$ cat src/include/radio_ctrl_defs.svh
`ifndef RADIO_CTRL_DEFS_SVH
`define RADIO_CTRL_DEFS_SVH

// Snapshot buffer and datapath sizes
`define RADIO_BUF_ASZ       12              // 4096 words
`define RADIO_SAMPLE_W      16
`define RADIO_PWM_W         12
`define RADIO_IRQ_COUNT     8

`define RADIO_CHIP_ID       32'hDADC0001

// Register map
`define REG_ID              7'h00
`define REG_IRQ             7'h02
`define REG_LED_CNTRL       7'h10
`define REG_RED_DUTY        7'h11
`define REG_GREEN_DUTY      7'h12
`define REG_BLUE_DUTY       7'h13
`define REG_BUF_CNTRL       7'h20
`define REG_BUF_ADDR        7'h21
`define REG_BUF_DATA        7'h22

`endif

$ cat src/verilog/radio_ctrl_pkg.sv
`include "radio_ctrl_defs.svh"

package radio_ctrl_pkg;

// Register bus
typedef logic [6:0]                     reg_addr_t;
typedef logic [31:0]                    reg_data_t;

// Snapshot buffer address and stored word
typedef logic [`RADIO_BUF_ASZ - 1:0]    buf_addr_t;
typedef logic [`RADIO_SAMPLE_W:0]       buf_word_t;  // Overflow flag on top of the sample

// PWM duty and count
typedef logic [`RADIO_PWM_W - 1:0]      pwm_val_t;

// One bit per interrupt line
typedef logic [`RADIO_IRQ_COUNT - 1:0]  irq_vec_t;

endpackage

$ cat src/verilog/led_ctrl_if.sv
`timescale 1ns/10ps

`include "radio_ctrl_defs.svh"

interface led_ctrl_if;

logic [2:0]                 led_en;     // Blue, green, red
logic [`RADIO_PWM_W - 1:0]  red_duty;
logic [`RADIO_PWM_W - 1:0]  green_duty;
logic [`RADIO_PWM_W - 1:0]  blue_duty;

modport reg_side (output led_en, red_duty, green_duty, blue_duty);
modport pwm_side (input led_en, red_duty, green_duty, blue_duty);

endinterface

$ cat src/verilog/radio_reg_block.sv
`timescale 1ns/10ps

`include "radio_ctrl_defs.svh"

module radio_reg_block
(
    input  logic                        led_clk,
    input  logic                        adc_dpram_rst,
    input  radio_ctrl_pkg::reg_addr_t   reg_addr,
    input  radio_ctrl_pkg::reg_data_t   reg_wdata,
    input  logic                        reg_wr_en,
    input  logic                        reg_rd_en,
    input  logic                        capturing,
    input  radio_ctrl_pkg::buf_addr_t   buf_wr_addr,
    input  radio_ctrl_pkg::buf_word_t   buf_rdata,
    input  radio_ctrl_pkg::irq_vec_t    irq_state,
    output radio_ctrl_pkg::reg_data_t   reg_rdata,
    output logic                        arm,
    output radio_ctrl_pkg::buf_addr_t   buf_rd_addr,
    output radio_ctrl_pkg::irq_vec_t    smc_mask,
    output radio_ctrl_pkg::irq_vec_t    dsp_mask,
    output radio_ctrl_pkg::irq_vec_t    irq_set,
    output radio_ctrl_pkg::irq_vec_t    irq_clear,
    led_ctrl_if.reg_side                led
);

import radio_ctrl_pkg::*;

localparam int ADDR_PAD = 16 - `RADIO_BUF_ASZ;
localparam int DUTY_PAD = 32 - `RADIO_PWM_W;

logic auto_inc; // Read address steps after each data read

always_ff @(posedge led_clk)
    begin
        if (adc_dpram_rst)
            begin
                reg_rdata      <= '0;
                arm            <= 1'b0;
                auto_inc       <= 1'b0;
                buf_rd_addr    <= '0;
                smc_mask       <= '0;
                dsp_mask       <= '0;
                irq_set        <= '0;
                irq_clear      <= '0;
                led.led_en     <= 3'b000;
                led.red_duty   <= '0;
                led.green_duty <= '0;
                led.blue_duty  <= '0;
            end
        else
            begin
                // Requests retire once the target state is reached
                irq_clear <= irq_clear & irq_state;
                irq_set   <= irq_set & ~irq_state;
                arm       <= arm & ~capturing; // Drops once the fill has started

                if (reg_wr_en)
                    begin
                        case (reg_addr)
                            `REG_IRQ:
                                begin
                                    smc_mask  <= reg_wdata[7:0];
                                    dsp_mask  <= reg_wdata[15:8];
                                    irq_clear <= reg_wdata[23:16];
                                    irq_set   <= reg_wdata[31:24];
                                end
                            `REG_LED_CNTRL:  led.led_en     <= reg_wdata[2:0];
                            `REG_RED_DUTY:   led.red_duty   <= reg_wdata[`RADIO_PWM_W - 1:0];
                            `REG_GREEN_DUTY: led.green_duty <= reg_wdata[`RADIO_PWM_W - 1:0];
                            `REG_BLUE_DUTY:  led.blue_duty  <= reg_wdata[`RADIO_PWM_W - 1:0];
                            `REG_BUF_CNTRL:
                                begin
                                    arm      <= reg_wdata[0];
                                    auto_inc <= reg_wdata[1];
                                end
                            `REG_BUF_ADDR:   buf_rd_addr <= reg_wdata[`RADIO_BUF_ASZ - 1:0];
                            default: ; // ID and data are read only
                        endcase
                    end

                if (reg_rd_en)
                    begin
                        case (reg_addr)
                            `REG_ID:         reg_rdata <= `RADIO_CHIP_ID;
                            `REG_IRQ:        reg_rdata <= {8'd0, irq_state, dsp_mask, smc_mask};
                            `REG_LED_CNTRL:  reg_rdata <= {29'd0, led.led_en};
                            `REG_RED_DUTY:   reg_rdata <= {{DUTY_PAD{1'b0}}, led.red_duty};
                            `REG_GREEN_DUTY: reg_rdata <= {{DUTY_PAD{1'b0}}, led.green_duty};
                            `REG_BLUE_DUTY:  reg_rdata <= {{DUTY_PAD{1'b0}}, led.blue_duty};
                            `REG_BUF_CNTRL:  reg_rdata <= {29'd0, capturing, auto_inc, arm};
                            `REG_BUF_ADDR:
                                reg_rdata <= {{ADDR_PAD{1'b0}}, buf_wr_addr,
                                              {ADDR_PAD{1'b0}}, buf_rd_addr};
                            `REG_BUF_DATA:
                                begin
                                    reg_rdata <= {15'd0, buf_rdata};

                                    if (auto_inc)
                                        buf_rd_addr <= buf_rd_addr + 1'b1; // Wraps at 4K
                                end
                            default:         reg_rdata <= '0;
                        endcase
                    end
            end
    end

endmodule

$ cat src/flat_wrapper.sv
// flat-port wrapper written by rule: the top's interface ports become plain ports
module radio_reg_block_flat import radio_ctrl_pkg::*;
  (led_clk, adc_dpram_rst, reg_addr, reg_wdata, reg_wr_en, reg_rd_en, capturing, buf_wr_addr, buf_rdata, irq_state, reg_rdata, arm, buf_rd_addr, smc_mask, dsp_mask, irq_set, irq_clear, led_led_en, led_red_duty, led_green_duty, led_blue_duty);
  led_ctrl_if led_i ();
  input  logic led_clk;
  input  logic adc_dpram_rst;
  input  radio_ctrl_pkg::reg_addr_t reg_addr;
  input  radio_ctrl_pkg::reg_data_t reg_wdata;
  input  logic reg_wr_en;
  input  logic reg_rd_en;
  input  logic capturing;
  input  radio_ctrl_pkg::buf_addr_t buf_wr_addr;
  input  radio_ctrl_pkg::buf_word_t buf_rdata;
  input  radio_ctrl_pkg::irq_vec_t irq_state;
  output radio_ctrl_pkg::reg_data_t reg_rdata;
  output logic arm;
  output radio_ctrl_pkg::buf_addr_t buf_rd_addr;
  output radio_ctrl_pkg::irq_vec_t smc_mask;
  output radio_ctrl_pkg::irq_vec_t dsp_mask;
  output radio_ctrl_pkg::irq_vec_t irq_set;
  output radio_ctrl_pkg::irq_vec_t irq_clear;
  output wire logic [$bits(led_i.led_en)-1:0] led_led_en;
  output wire logic [$bits(led_i.red_duty)-1:0] led_red_duty;
  output wire logic [$bits(led_i.green_duty)-1:0] led_green_duty;
  output wire logic [$bits(led_i.blue_duty)-1:0] led_blue_duty;
  assign led_led_en = led_i.led_en;
  assign led_red_duty = led_i.red_duty;
  assign led_green_duty = led_i.green_duty;
  assign led_blue_duty = led_i.blue_duty;
  radio_reg_block u_core (.led_clk(led_clk), .adc_dpram_rst(adc_dpram_rst), .reg_addr(reg_addr), .reg_wdata(reg_wdata), .reg_wr_en(reg_wr_en), .reg_rd_en(reg_rd_en), .capturing(capturing), .buf_wr_addr(buf_wr_addr), .buf_rdata(buf_rdata), .irq_state(irq_state), .reg_rdata(reg_rdata), .arm(arm), .buf_rd_addr(buf_rd_addr), .smc_mask(smc_mask), .dsp_mask(dsp_mask), .irq_set(irq_set), .irq_clear(irq_clear), .led(led_i));
endmodule
$ cat config.mk
export PLATFORM = sky130hd
export DESIGN_NAME = radio_reg_block_flat
export DESIGN_NICKNAME = d
export VERILOG_FILES = /design/src/verilog/radio_ctrl_pkg.sv /design/src/verilog/led_ctrl_if.sv /design/src/verilog/radio_reg_block.sv /design/src/flat_wrapper.sv
export VERILOG_INCLUDE_DIRS = /design/src /design/src/include
export SDC_FILE = /design/constraint.sdc
export NUM_CORES = 1
export LEC_CHECK = 0
export ABC_CLOCK_PERIOD_IN_PS = 3300
export BUFFER_PORTS_ARGS = -buffer_cell sky130_fd_sc_hd__buf_2
export CAP_MARGIN = 20
export CORE_MARGIN = 2
export CORE_UTILIZATION = 53
export CTS_CLUSTER_DIAMETER = 60
export DETAILED_ROUTE_END_ITERATION = 12
export GPL_TIMING_DRIVEN = 0
export PLACE_DENSITY = 0.88
export SLEW_MARGIN = 25
export SYNTH_ARGS = -nofsm -noshare
export SYNTH_HDL_FRONTEND = slang
export SYNTH_SLANG_ARGS = --single-unit
$ cat constraint.sdc
create_clock -name led_clk -period 3.3 [get_ports led_clk]
set_input_delay 0.495 -clock led_clk [delete_from_list [all_inputs] [get_ports led_clk]]
set_output_delay 0.495 -clock led_clk [all_outputs]
set_load 0.005 [all_outputs]
==> impl_metrics.py, run 1 <==
metrics = {
    "min_path": {
        "hold_path.startpoint": "reg_wdata[29]",
        "hold_depth": 3,
        "worstHoldEndpoint": "u_core.irq_set[5]",
        "min_path_type": "input pin to flip-flop",
    },
    "clocking": {
        "clk_latency_ps": 520,
        "htreeDepth": 4,
        "cts_made_buffers": 17,
        "ctsRootBufferMaster": "clkbuf_8",
        "clock_sinks": 114,
        "cts_setup_buffers": 0,
        "clockBufferDepth": 2,
        "ctsHoldBuffers": 0,
        "tritoncts": "yes",
        "clkSlewWorstSetupHoldPaths_ps": 60,
        "cts_resized": 0,
    },
    "worst_setup_path": {
        "cp-startpoint": "reg_addr[4]",
        "crit_path_top_delay_cell": "nor3b_4",
        "cp-start-kind": "input pin",
        "reg2reg_from": "u_core.buf_rd_addr[2]",
        "end_kind": "flip-flop",
        "worstPathRequired_ps": 3710,
        "crit_chain": "buf_2, buf_2, nor3b_4, and4_1, buf_4, nor2_4, o21a_1, a2111oi_2",
        "worstPathMaxFanout": 10,
        "worst_r2r_endpoint": "u_core.buf_rd_addr[10]",
        "crit_arrival_ps": 2470,
        "worst-setup-path-type": "input pin to flip-flop",
        "worst_path_most_repeated_cell": "buf_2",
        "rr_worst_depth": 6,
        "max_stage_delay_ps": 530,
        "r2r_slack_ps": 1360,
    },
    "finish": {
        "drive_gt1_share_pct": 28.3,
        "final_common_cell": "buf_2",
        "syn2layout_area_growth_pct": 34.1,
        "final_nets": 939,
        "final_cell_mix": "buf_2 (206), nand2_1 (125), dfxtp_1 (114)",
        "fillers": 778,
        "num_antenna_cells": 0,
    },
    "routing": {
        "wl_mm": 18.9,
        "drc": 0,
        "first_pass_iters": 6,
        "viasPerCell": 6.00,
        "ant_nets": 0,
        "wire_per_inst_um": 18.8,
        "num_vias": 6020,
        "drtIter0Drc": 748,
    },
    "power": {
        "p_leak_nw": 2.97,
        "p_per_area_nw_per_um2": 511,
        "ir_drop_uv": 363,
    },
    "timing": {
        "setup_violations": 0,
        "rsz0062_at_grt": "false",
        "maxSlewHeadroom_pct": 46.6,
        "clock_skew_ps": 6.74,
        "hold_viol": 0,
        "min_period_ps": 2060,
        "worst_pin_slew_ps": 794,
        "finalCritPeriodShare_pct": 62.5,
        "drv_slew": 0,
        "whs_ps": 203,
        "max_freq_mhz": 485,
        "fin_tns_setup_ps": 0,
    },
    "logic_synthesis": {
        "synth_warnings": 0,
        "synth_edf_count": 0,
        "synth-seq-cells": 114,
        "postSynthAreaPerCell_um2": 8.02,
        "ys_types": 49,
        "synth_nets": 727,
        "ys_seq_area_share_pct": 44.1,
        "ys.flop_type": "dfxtp_1",
        "netlist_area_um2": 5170,
        "syn_inst": 645,
        "ys_async_sr_fraction_pct": 0,
    },
    "floorplanning": {
        "rows": 36,
        "io_pins": 197,
        "coreArea_um2": 9640,
        "dieWidth_um": 103,
        "start_util_pct": 53.6,
        "dieArea_um2": 10600,
        "die_y_um": 103,
    },
    "outcome": {
        "status": "finished clean",
    },
    "grt": {
        "grt_use_total_pct": 34.6,
        "grt_pass1_vias": 5429,
        "grt_max_degree": 17,
        "grt_pass1_wl_mm": 28.0,
        "grt_overflow": 0,
        "antenna_found_initial": 0,
    },
    "place": {
        "port_buffers": 193,
        "hpwlAfterDp_mm": 13.2,
        "place_congestion": 0.936,
    },
    "flow_run": {
        "maxCapViolations": 0,
    },
}
through the flow:
stage / worst slack, ps / instances / power (W) / instance area, um^2 / util, %
after floorplan: 1300 / 645 / 0.00149 / 5170 / -
after global placement: 850 / 971 / 0.00159 / 6300 / 65.4
after detailed placement: 831 / 971 / 0.00159 / 6300 / 65.4
after CTS: 1290 / 1003 / 0.00353 / 6930 / 71.9
after global routing: 1070 / 1003 / 0.00362 / 6930 / 71.9
final: 1240 / 1003 / 0.00354 / 6930 / 71.9
cell families (layout without fill, tap and decap cells):
| kind of cell | after synthesis | count (layout) | share of synthesized area, % |
|---|---|---|---|
| XOR/XNOR | 1 | 1 | 0.169 |
| adder cells (fa/ha/maj) | 1 | 1 | 0.242 |
| multiplexers | 30 | 30 | 5.81 |
| AND/OR/NAND/NOR | 260 | 260 | 24.1 |
| AO/OA/AOI/OAI | 180 | 180 | 20.6 |
| buffers and inverters | 58 | 283 | 4.82 |
| other | 1 | 1 | 0.0725 |
| flip-flops | 114 | 114 | 44.1 |
area by class of cell:
| type | instances | area, um^2 | area share, % |
|---|---|---|---|
| plain buffers | 53 | 230 | 3.32 |
| clock inverters | 12 | 206 | 2.98 |
| multi-input cells | 473 | 2640 | 38.1 |
| clock buffers | 20 | 425 | 6.13 |
| repair buffers | 193 | 966 | 13.9 |
| flip-flops and latches | 114 | 2280 | 32.9 |
| well taps | 133 | 166 | 2.40 |
| inverters | 5 | 18.8 | 0.271 |
worst max-delay path: cells and delay by family:
kind | cells | cell delay, ps
and+or+nand+nor | 3 | 900
AOI/OAI and AO/OA | 2 | 570
buffers and inverters | 3 | 490
state kept, by name (all words and copies together), names as in the netlist:
name and count:
u_core.led.red_duty 12, u_core.dsp_mask 8, u_core.led.led_en 3, u_core.led.green_duty 12, u_core.buf_rd_addr 12, u_core.smc_mask 8
u_core.auto_inc 1, u_core.reg_rdata 29, u_core.irq_set 8, u_core.arm 1, u_core.led.blue_duty 12, u_core.irq_clear 8
synth_stat cells (10+ instances only):
library cell | n | area, um^2
buf_2 | 13 | 65.1
nand3b_1 | 10 | 75.1
nor2_1 | 40 | 150
o21ai_0 | 45 | 225
a21oi_1 | 85 | 425
nand3_1 | 39 | 195
clkbuf_1 | 33 | 124
nand2_1 | 125 | 469
mux2i_1 | 30 | 300
dfxtp_1 | 114 | 2280
a22oi_1 | 15 | 113
a221oi_1 | 12 | 105
power by group:
part / leakage (nW) / internal [W] / switching (W)
clock: 0.292 / 0.00131 / 0.000662
sequential: 0.918 / 0.00138 / 0.00000223
combinational: 1.76 / 0.0000657 / 0.000126
worst max path at each step:
stage / cells after the start / slack [ps] / endpoint
2_1_floorplan: 7 / 1300 / u_core.buf_rd_addr[10]
3_3_place_gp: 8 / 850 / u_core.buf_rd_addr[6]
3_5_place_dp: 6 / 830 / u_core.led.green_duty[1]
4_1_cts: 8 / 1290 / u_core.buf_rd_addr[10]
5_1_grt: 6 / 1070 / u_core.reg_rdata[11]
6_report: 8 / 1240 / u_core.buf_rd_addr[10]
metal layers:
metal	global-route usage, %	vias to the layer above	routed length [um]
met5	0	-	0
met4	15.8	0	816
met3	8.81	91	2300
met2	53.0	460	8600
met1	46.0	2744	7150
li1	-	2725	-
(Power assumes the default switching activity.)
==> run 2, diff against run 1 <==
Settings changed: ABC_CLOCK_PERIOD_IN_PS 3300 to 1700, CORE_UTILIZATION 53 to 44, PLACE_DENSITY 0.88 to 0.79.
Clock period 3.3 ns to 1.7 ns, I/O delays scaled along.
==> impl_metrics.py, run 2 (synthesis gave the netlist of run 1 again) <==
metrics = {
    "finish": {
        "syn2layout_area_growth_pct": 36.5,
        "final_common_cell": "buf_2",
        "final_cell_mix": "buf_2 (201), nand2_1 (125), dfxtp_1 (105)",
        "largest_reg_flops": 29,
        "num_antenna_cells": 0,
        "final_core_util_pct": 61.8,
        "final_cells": 1020,
        "final_nets": 946,
        "max_flop_register": "u_core.reg_rdata",
        "drive_gt1_share_pct": 31.2,
    },
    "grt": {
        "grt_max_degree": 17,
        "grt_pass1_vias": 5301,
        "grt_overflow": 0,
        "antenna_found_initial": 0,
        "grt_use_total_pct": 29.3,
        "grt_pass1_wl_mm": 29.0,
    },
    "floorplanning": {
        "die_y_um": 112,
        "start_util_pct": 45.3,
        "coreArea_um2": 11400,
        "dieArea_um2": 12600,
        "dieWidth_um": 112,
        "io_pins": 197,
        "rows": 39,
    },
    "place": {
        "dp_cells": 981,
        "dp_slack_ps": -575,
        "port_buffers": 193,
        "hpwlAfterDp_mm": 13.6,
        "place_congestion": 0.947,
    },
    "timing": {
        "finalCritPeriodShare_pct": 96.2,
        "max_freq_mhz": 611,
        "hold_viol": 0,
        "worst_pin_slew_ps": 752,
        "maxSlewHeadroom_pct": 49.7,
        "min_period_ps": 1640,
        "setup_violations": 0,
        "whs_ps": 71.2,
        "drv_slew": 0,
        "setup_slack_ps": 64.6,
        "rsz0062_at_grt": "true",
        "clock_skew_ps": 6.32,
    },
    "routing": {
        "wl_mm": 19.1,
        "wire_per_inst_um": 18.7,
        "viasPerCell": 5.71,
        "num_vias": 5829,
        "drtIter0Drc": 707,
        "drc": 0,
        "ant_nets": 0,
        "first_pass_iters": 6,
    },
    "power": {
        "ir_drop_uv": 532,
        "p_leak_nw": 3.04,
        "p_switching_w": 0.00151,
        "combPwrFrac_pct": 5.8,
        "seqPwrFrac_pct": 39.8,
        "p_sw_share_pct": 22.4,
        "p_int_w": 0.00523,
        "clkPwrFrac_pct": 54.4,
        "p_per_area_nw_per_um2": 954,
    },
    "worst_setup_path": {
        "crit_arrival_ps": 1950,
        "worstPathRequired_ps": 2010,
        "end_kind": "flip-flop",
        "worstPathMaxFanout": 10,
        "cp-start-kind": "input pin",
        "crit_chain": "buf_2, nor4b_2, and4b_1, buf_2, nor2_4, o21a_1, a2111oi_2",
        "crit_family": "simple AND/OR/NAND/NOR gates",
        "crit_path_top_delay_cell": "nor4b_2",
        "max_stage_delay_ps": 490,
        "worst-setup-path-type": "input pin to flip-flop",
        "worst_path_most_repeated_cell": "buf_2",
        "cp.buffers_inverters": 2,
    },
    "clocking": {
        "clkSlewWorstSetupHoldPaths_ps": 50,
        "clock_sinks": 114,
        "cts_made_buffers": 17,
        "clk_latency_ps": 420,
        "clockBufferDepth": 2,
        "ctsRootBufferMaster": "clkbuf_16",
        "htreeDepth": 4,
        "ctsHoldBuffers": 0,
        "tritoncts": "yes",
    },
    "min_path": {
        "min_path_type": "input pin to flip-flop",
    },
    "flow_run": {
        "maxCapViolations": 0,
    },
    "outcome": {
        "status": "finished clean",
    },
}
## run 2: layout make-up
cell class	instances	area, um^2
buffer	52	264
clock buffer	23	478
clock inverter	9	129
fill	1035	4360
inverter	5	18.8
multi-input combinational	473	2670
sequential	114	2300
tap	143	179
timing repair buffer	201	1030
## run 2: path summary, 6_finish.rpt
check        slack (ps)                  start  cells after the start                endpoint
max reg2reg          90  u_core.buf_rd_addr[3]                      5  u_core.buf_rd_addr[10]
min reg2reg         450   u_core.reg_rdata[25]                      2    u_core.reg_rdata[25]
max                  60            reg_addr[3]                      7  u_core.buf_rd_addr[10]
min                  70          reg_wdata[21]                      3     u_core.irq_clear[5]
## run 2: timing repair
action,4_1_cts,5_1_grt
setup buffers,5,3
endpoints found under the setup margin,63,79
hold endpoints to repair,0,0
pin swaps,1,1
gates resized for setup,10,20
## run 2: routing by layer
layer  share of wire [%]  track usage [%]  up-vias  wire length (um)
li1                    -                -     2739                 -
met1                  41             39.3     2696              7920
met2                  46             46.0      350              8830
met3                  10             7.67       44              1980
met4                 1.9             10.2        0               371
met5                   0                0        -                 0
## run 2: stage by stage
stage	cell area (um^2)	setup TNS [ps]	total power, W
finish	7060	0	0.00674
global route	7060	-15.6	0.00691
CTS	7010	0	0.00673
detailed placement	6340	-45590	0.00310
global placement	6340	-42560	0.00310
floorplan	5190	0	0.00290
## run 2: worst register-to-register path, stage by stage, from the launching register on
cell	delay, ps
dfxtp_2	420
and4_1	280
nand2_1	120
o21a_1	180
o21a_1	190
a2111oi_2	320
## run 2: power by group through the flow
stage               registers, W  logic (W)  clock network [W]
CTS                      0.00268   0.000376            0.00367
global route             0.00268   0.000416            0.00381
detailed placement       0.00274   0.000363                  0
global placement         0.00274   0.000361                  0
floorplan                0.00274   0.000159                  0
finish                   0.00268   0.000392            0.00367
==> run 3, diff against run 2 <==
Settings changed: CORE_UTILIZATION 44 to 25, PLACE_DENSITY 0.79 to 0.51.
==> impl_metrics.py, run 3 (synthesis gave the netlist of run 1 again) <==
metrics = {
    "timing": {
        "maxSlewHeadroom_pct": 46.3,
        "min_period_ps": 1600,
        "drv_slew": 0,
        "setup_violations": 0,
        "clock_skew_ps": 9.72,
        "max_freq_mhz": 624,
        "fin_tns_setup_ps": 0,
        "hold_viol": 0,
        "finalCritPeriodShare_pct": 94.3,
        "worst_pin_slew_ps": 803,
        "rsz0062_at_grt": "true",
    },
    "clocking": {
        "clk_latency_ps": 430,
        "clockBufferDepth": 2,
        "clock_sinks": 114,
        "tritoncts": "yes",
        "clkSlewWorstSetupHoldPaths_ps": 60,
        "ctsRootBufferMaster": "clkbuf_16",
        "htreeDepth": 4,
        "cts_made_buffers": 17,
    },
    "routing": {
        "viasPerCell": 4.92,
        "drtIter0Drc": 443,
        "num_vias": 5625,
        "ant_nets": 0,
        "first_pass_iters": 5,
        "wire_per_inst_um": 19.1,
        "drc": 0,
        "wl_mm": 21.8,
    },
    "finish": {
        "largest_reg_flops": 29,
        "final_nets": 944,
        "syn2layout_area_growth_pct": 39.6,
        "final_cell_mix": "buf_2 (203), nand2_1 (125), dfxtp_1 (105)",
        "final_cells": 1144,
        "drive_gt1_share_pct": 31.4,
        "final_common_cell": "buf_2",
        "max_flop_register": "u_core.reg_rdata",
        "final_area_um2": 7220,
    },
    "grt": {
        "grt_use_total_pct": 19.6,
        "grt_pass1_wl_mm": 32.2,
        "grt_overflow": 0,
        "grt_pass1_vias": 5319,
        "antenna_found_initial": 2,
        "grt_max_degree": 17,
    },
    "floorplanning": {
        "dieArea_um2": 21800,
        "io_pins": 197,
        "rows": 52,
        "start_util_pct": 25.6,
        "dieWidth_um": 148,
        "die_y_um": 148,
        "coreArea_um2": 20200,
    },
    "outcome": {
        "status": "finished clean",
    },
    "worst_setup_path": {
        "worst-setup-path-type": "input pin to flip-flop",
        "worstPathRequired_ps": 2030,
        "worstPathMaxFanout": 10,
        "end_kind": "flip-flop",
        "crit_arrival_ps": 1930,
        "cp-start-kind": "input pin",
    },
    "flow_run": {
        "maxCapViolations": 0,
    },
    "place": {
        "port_buffers": 193,
        "dp_cells": 1108,
        "place_congestion": 0.833,
        "hpwlAfterDp_mm": 16.3,
        "placed_area_um2": 6500,
    },
    "power": {
        "p_leak_nw": 3.05,
        "ir_drop_uv": 570,
        "fin_total_pwr_w": 0.00669,
        "p_per_area_nw_per_um2": 927,
    },
    "min_path": {
        "min_path_type": "input pin to flip-flop",
    },
}
## run 3: changes by cell type in the layout (fill, tap and decap cells not counted), moves of 2 or more
cell / previous run / this run
buf_1: 3 / 1
diode_2: 0 / 2
buf_2: 201 / 203
clkinvlp_4: 2 / 0
## run 3: what timing repair did
action                     CTS  global route
buffers inserted             5             2
hold endpoints to repair     0             0
setup endpoints to repair   67            71
pin swaps                    1             1
gates resized for setup     11            24
cloned                       0             0
hold buffers                 0             0
## run 3: routing by layer
layer / vias up / track usage (%) / wire length [um]
met5: - / 0 / 0
met3: 27 / 4.81 / 1340
li1: 2735 / - / -
met1: 2680 / 26.3 / 9960
met4: 0 / 6.39 / 364
met2: 183 / 30.8 / 10200
## run 3: path summary, 6_finish.rpt
kind	from	end	slack (ps)	cells after the start
hold / removal	reg_wdata[30]	u_core.irq_set[6]	70	3
setup / recovery	reg_addr[3]	u_core.buf_rd_addr[10]	100	7
setup reg to reg	u_core.buf_rd_addr[0]	u_core.buf_rd_addr[11]	120	5
hold reg to reg	u_core.reg_rdata[6]	u_core.reg_rdata[6]	440	2
## run 3: power by group
part	switching [W]	total (W)	leakage (nW)	internal, W
registers	0.00000460	0.00268	0.923	0.00267
clock network	0.00123	0.00361	0.289	0.00238
logic	0.000262	0.000404	1.83	0.000142
## run 3: cell type report
cell class | count | area [um^2]
inverter | 5 | 18.8
fill | 2220 | 13000
sequential | 114 | 2300
clock inverter | 6 | 105
timing repair buffer | 200 | 1020
buffer | 51 | 260
clock buffer | 23 | 478
antenna | 2 | 5.00
tap | 270 | 338
multi-input combinational | 473 | 2700
## run 3: metrics by stage
stage / utilization, % / hold WS [ps] / worst slack [ps]
6_report: 35.7 / 66.1 / 97.3
5_1_grt: 35.7 / 65.0 / -39.7
4_1_cts: 35.3 / 60.9 / 15.0
3_5_place_dp: 32.1 / 438 / -686
3_3_place_gp: 32.1 / 433 / -617
2_1_floorplan: - / 391 / 1.73
## run 3: worst max-delay path: stages
cell       delay [ps]
buf_2             160
nor4b_2           460
and4b_1           260
buf_2             200
nor2_4            100
o21a_1            190
a2111oi_2         310
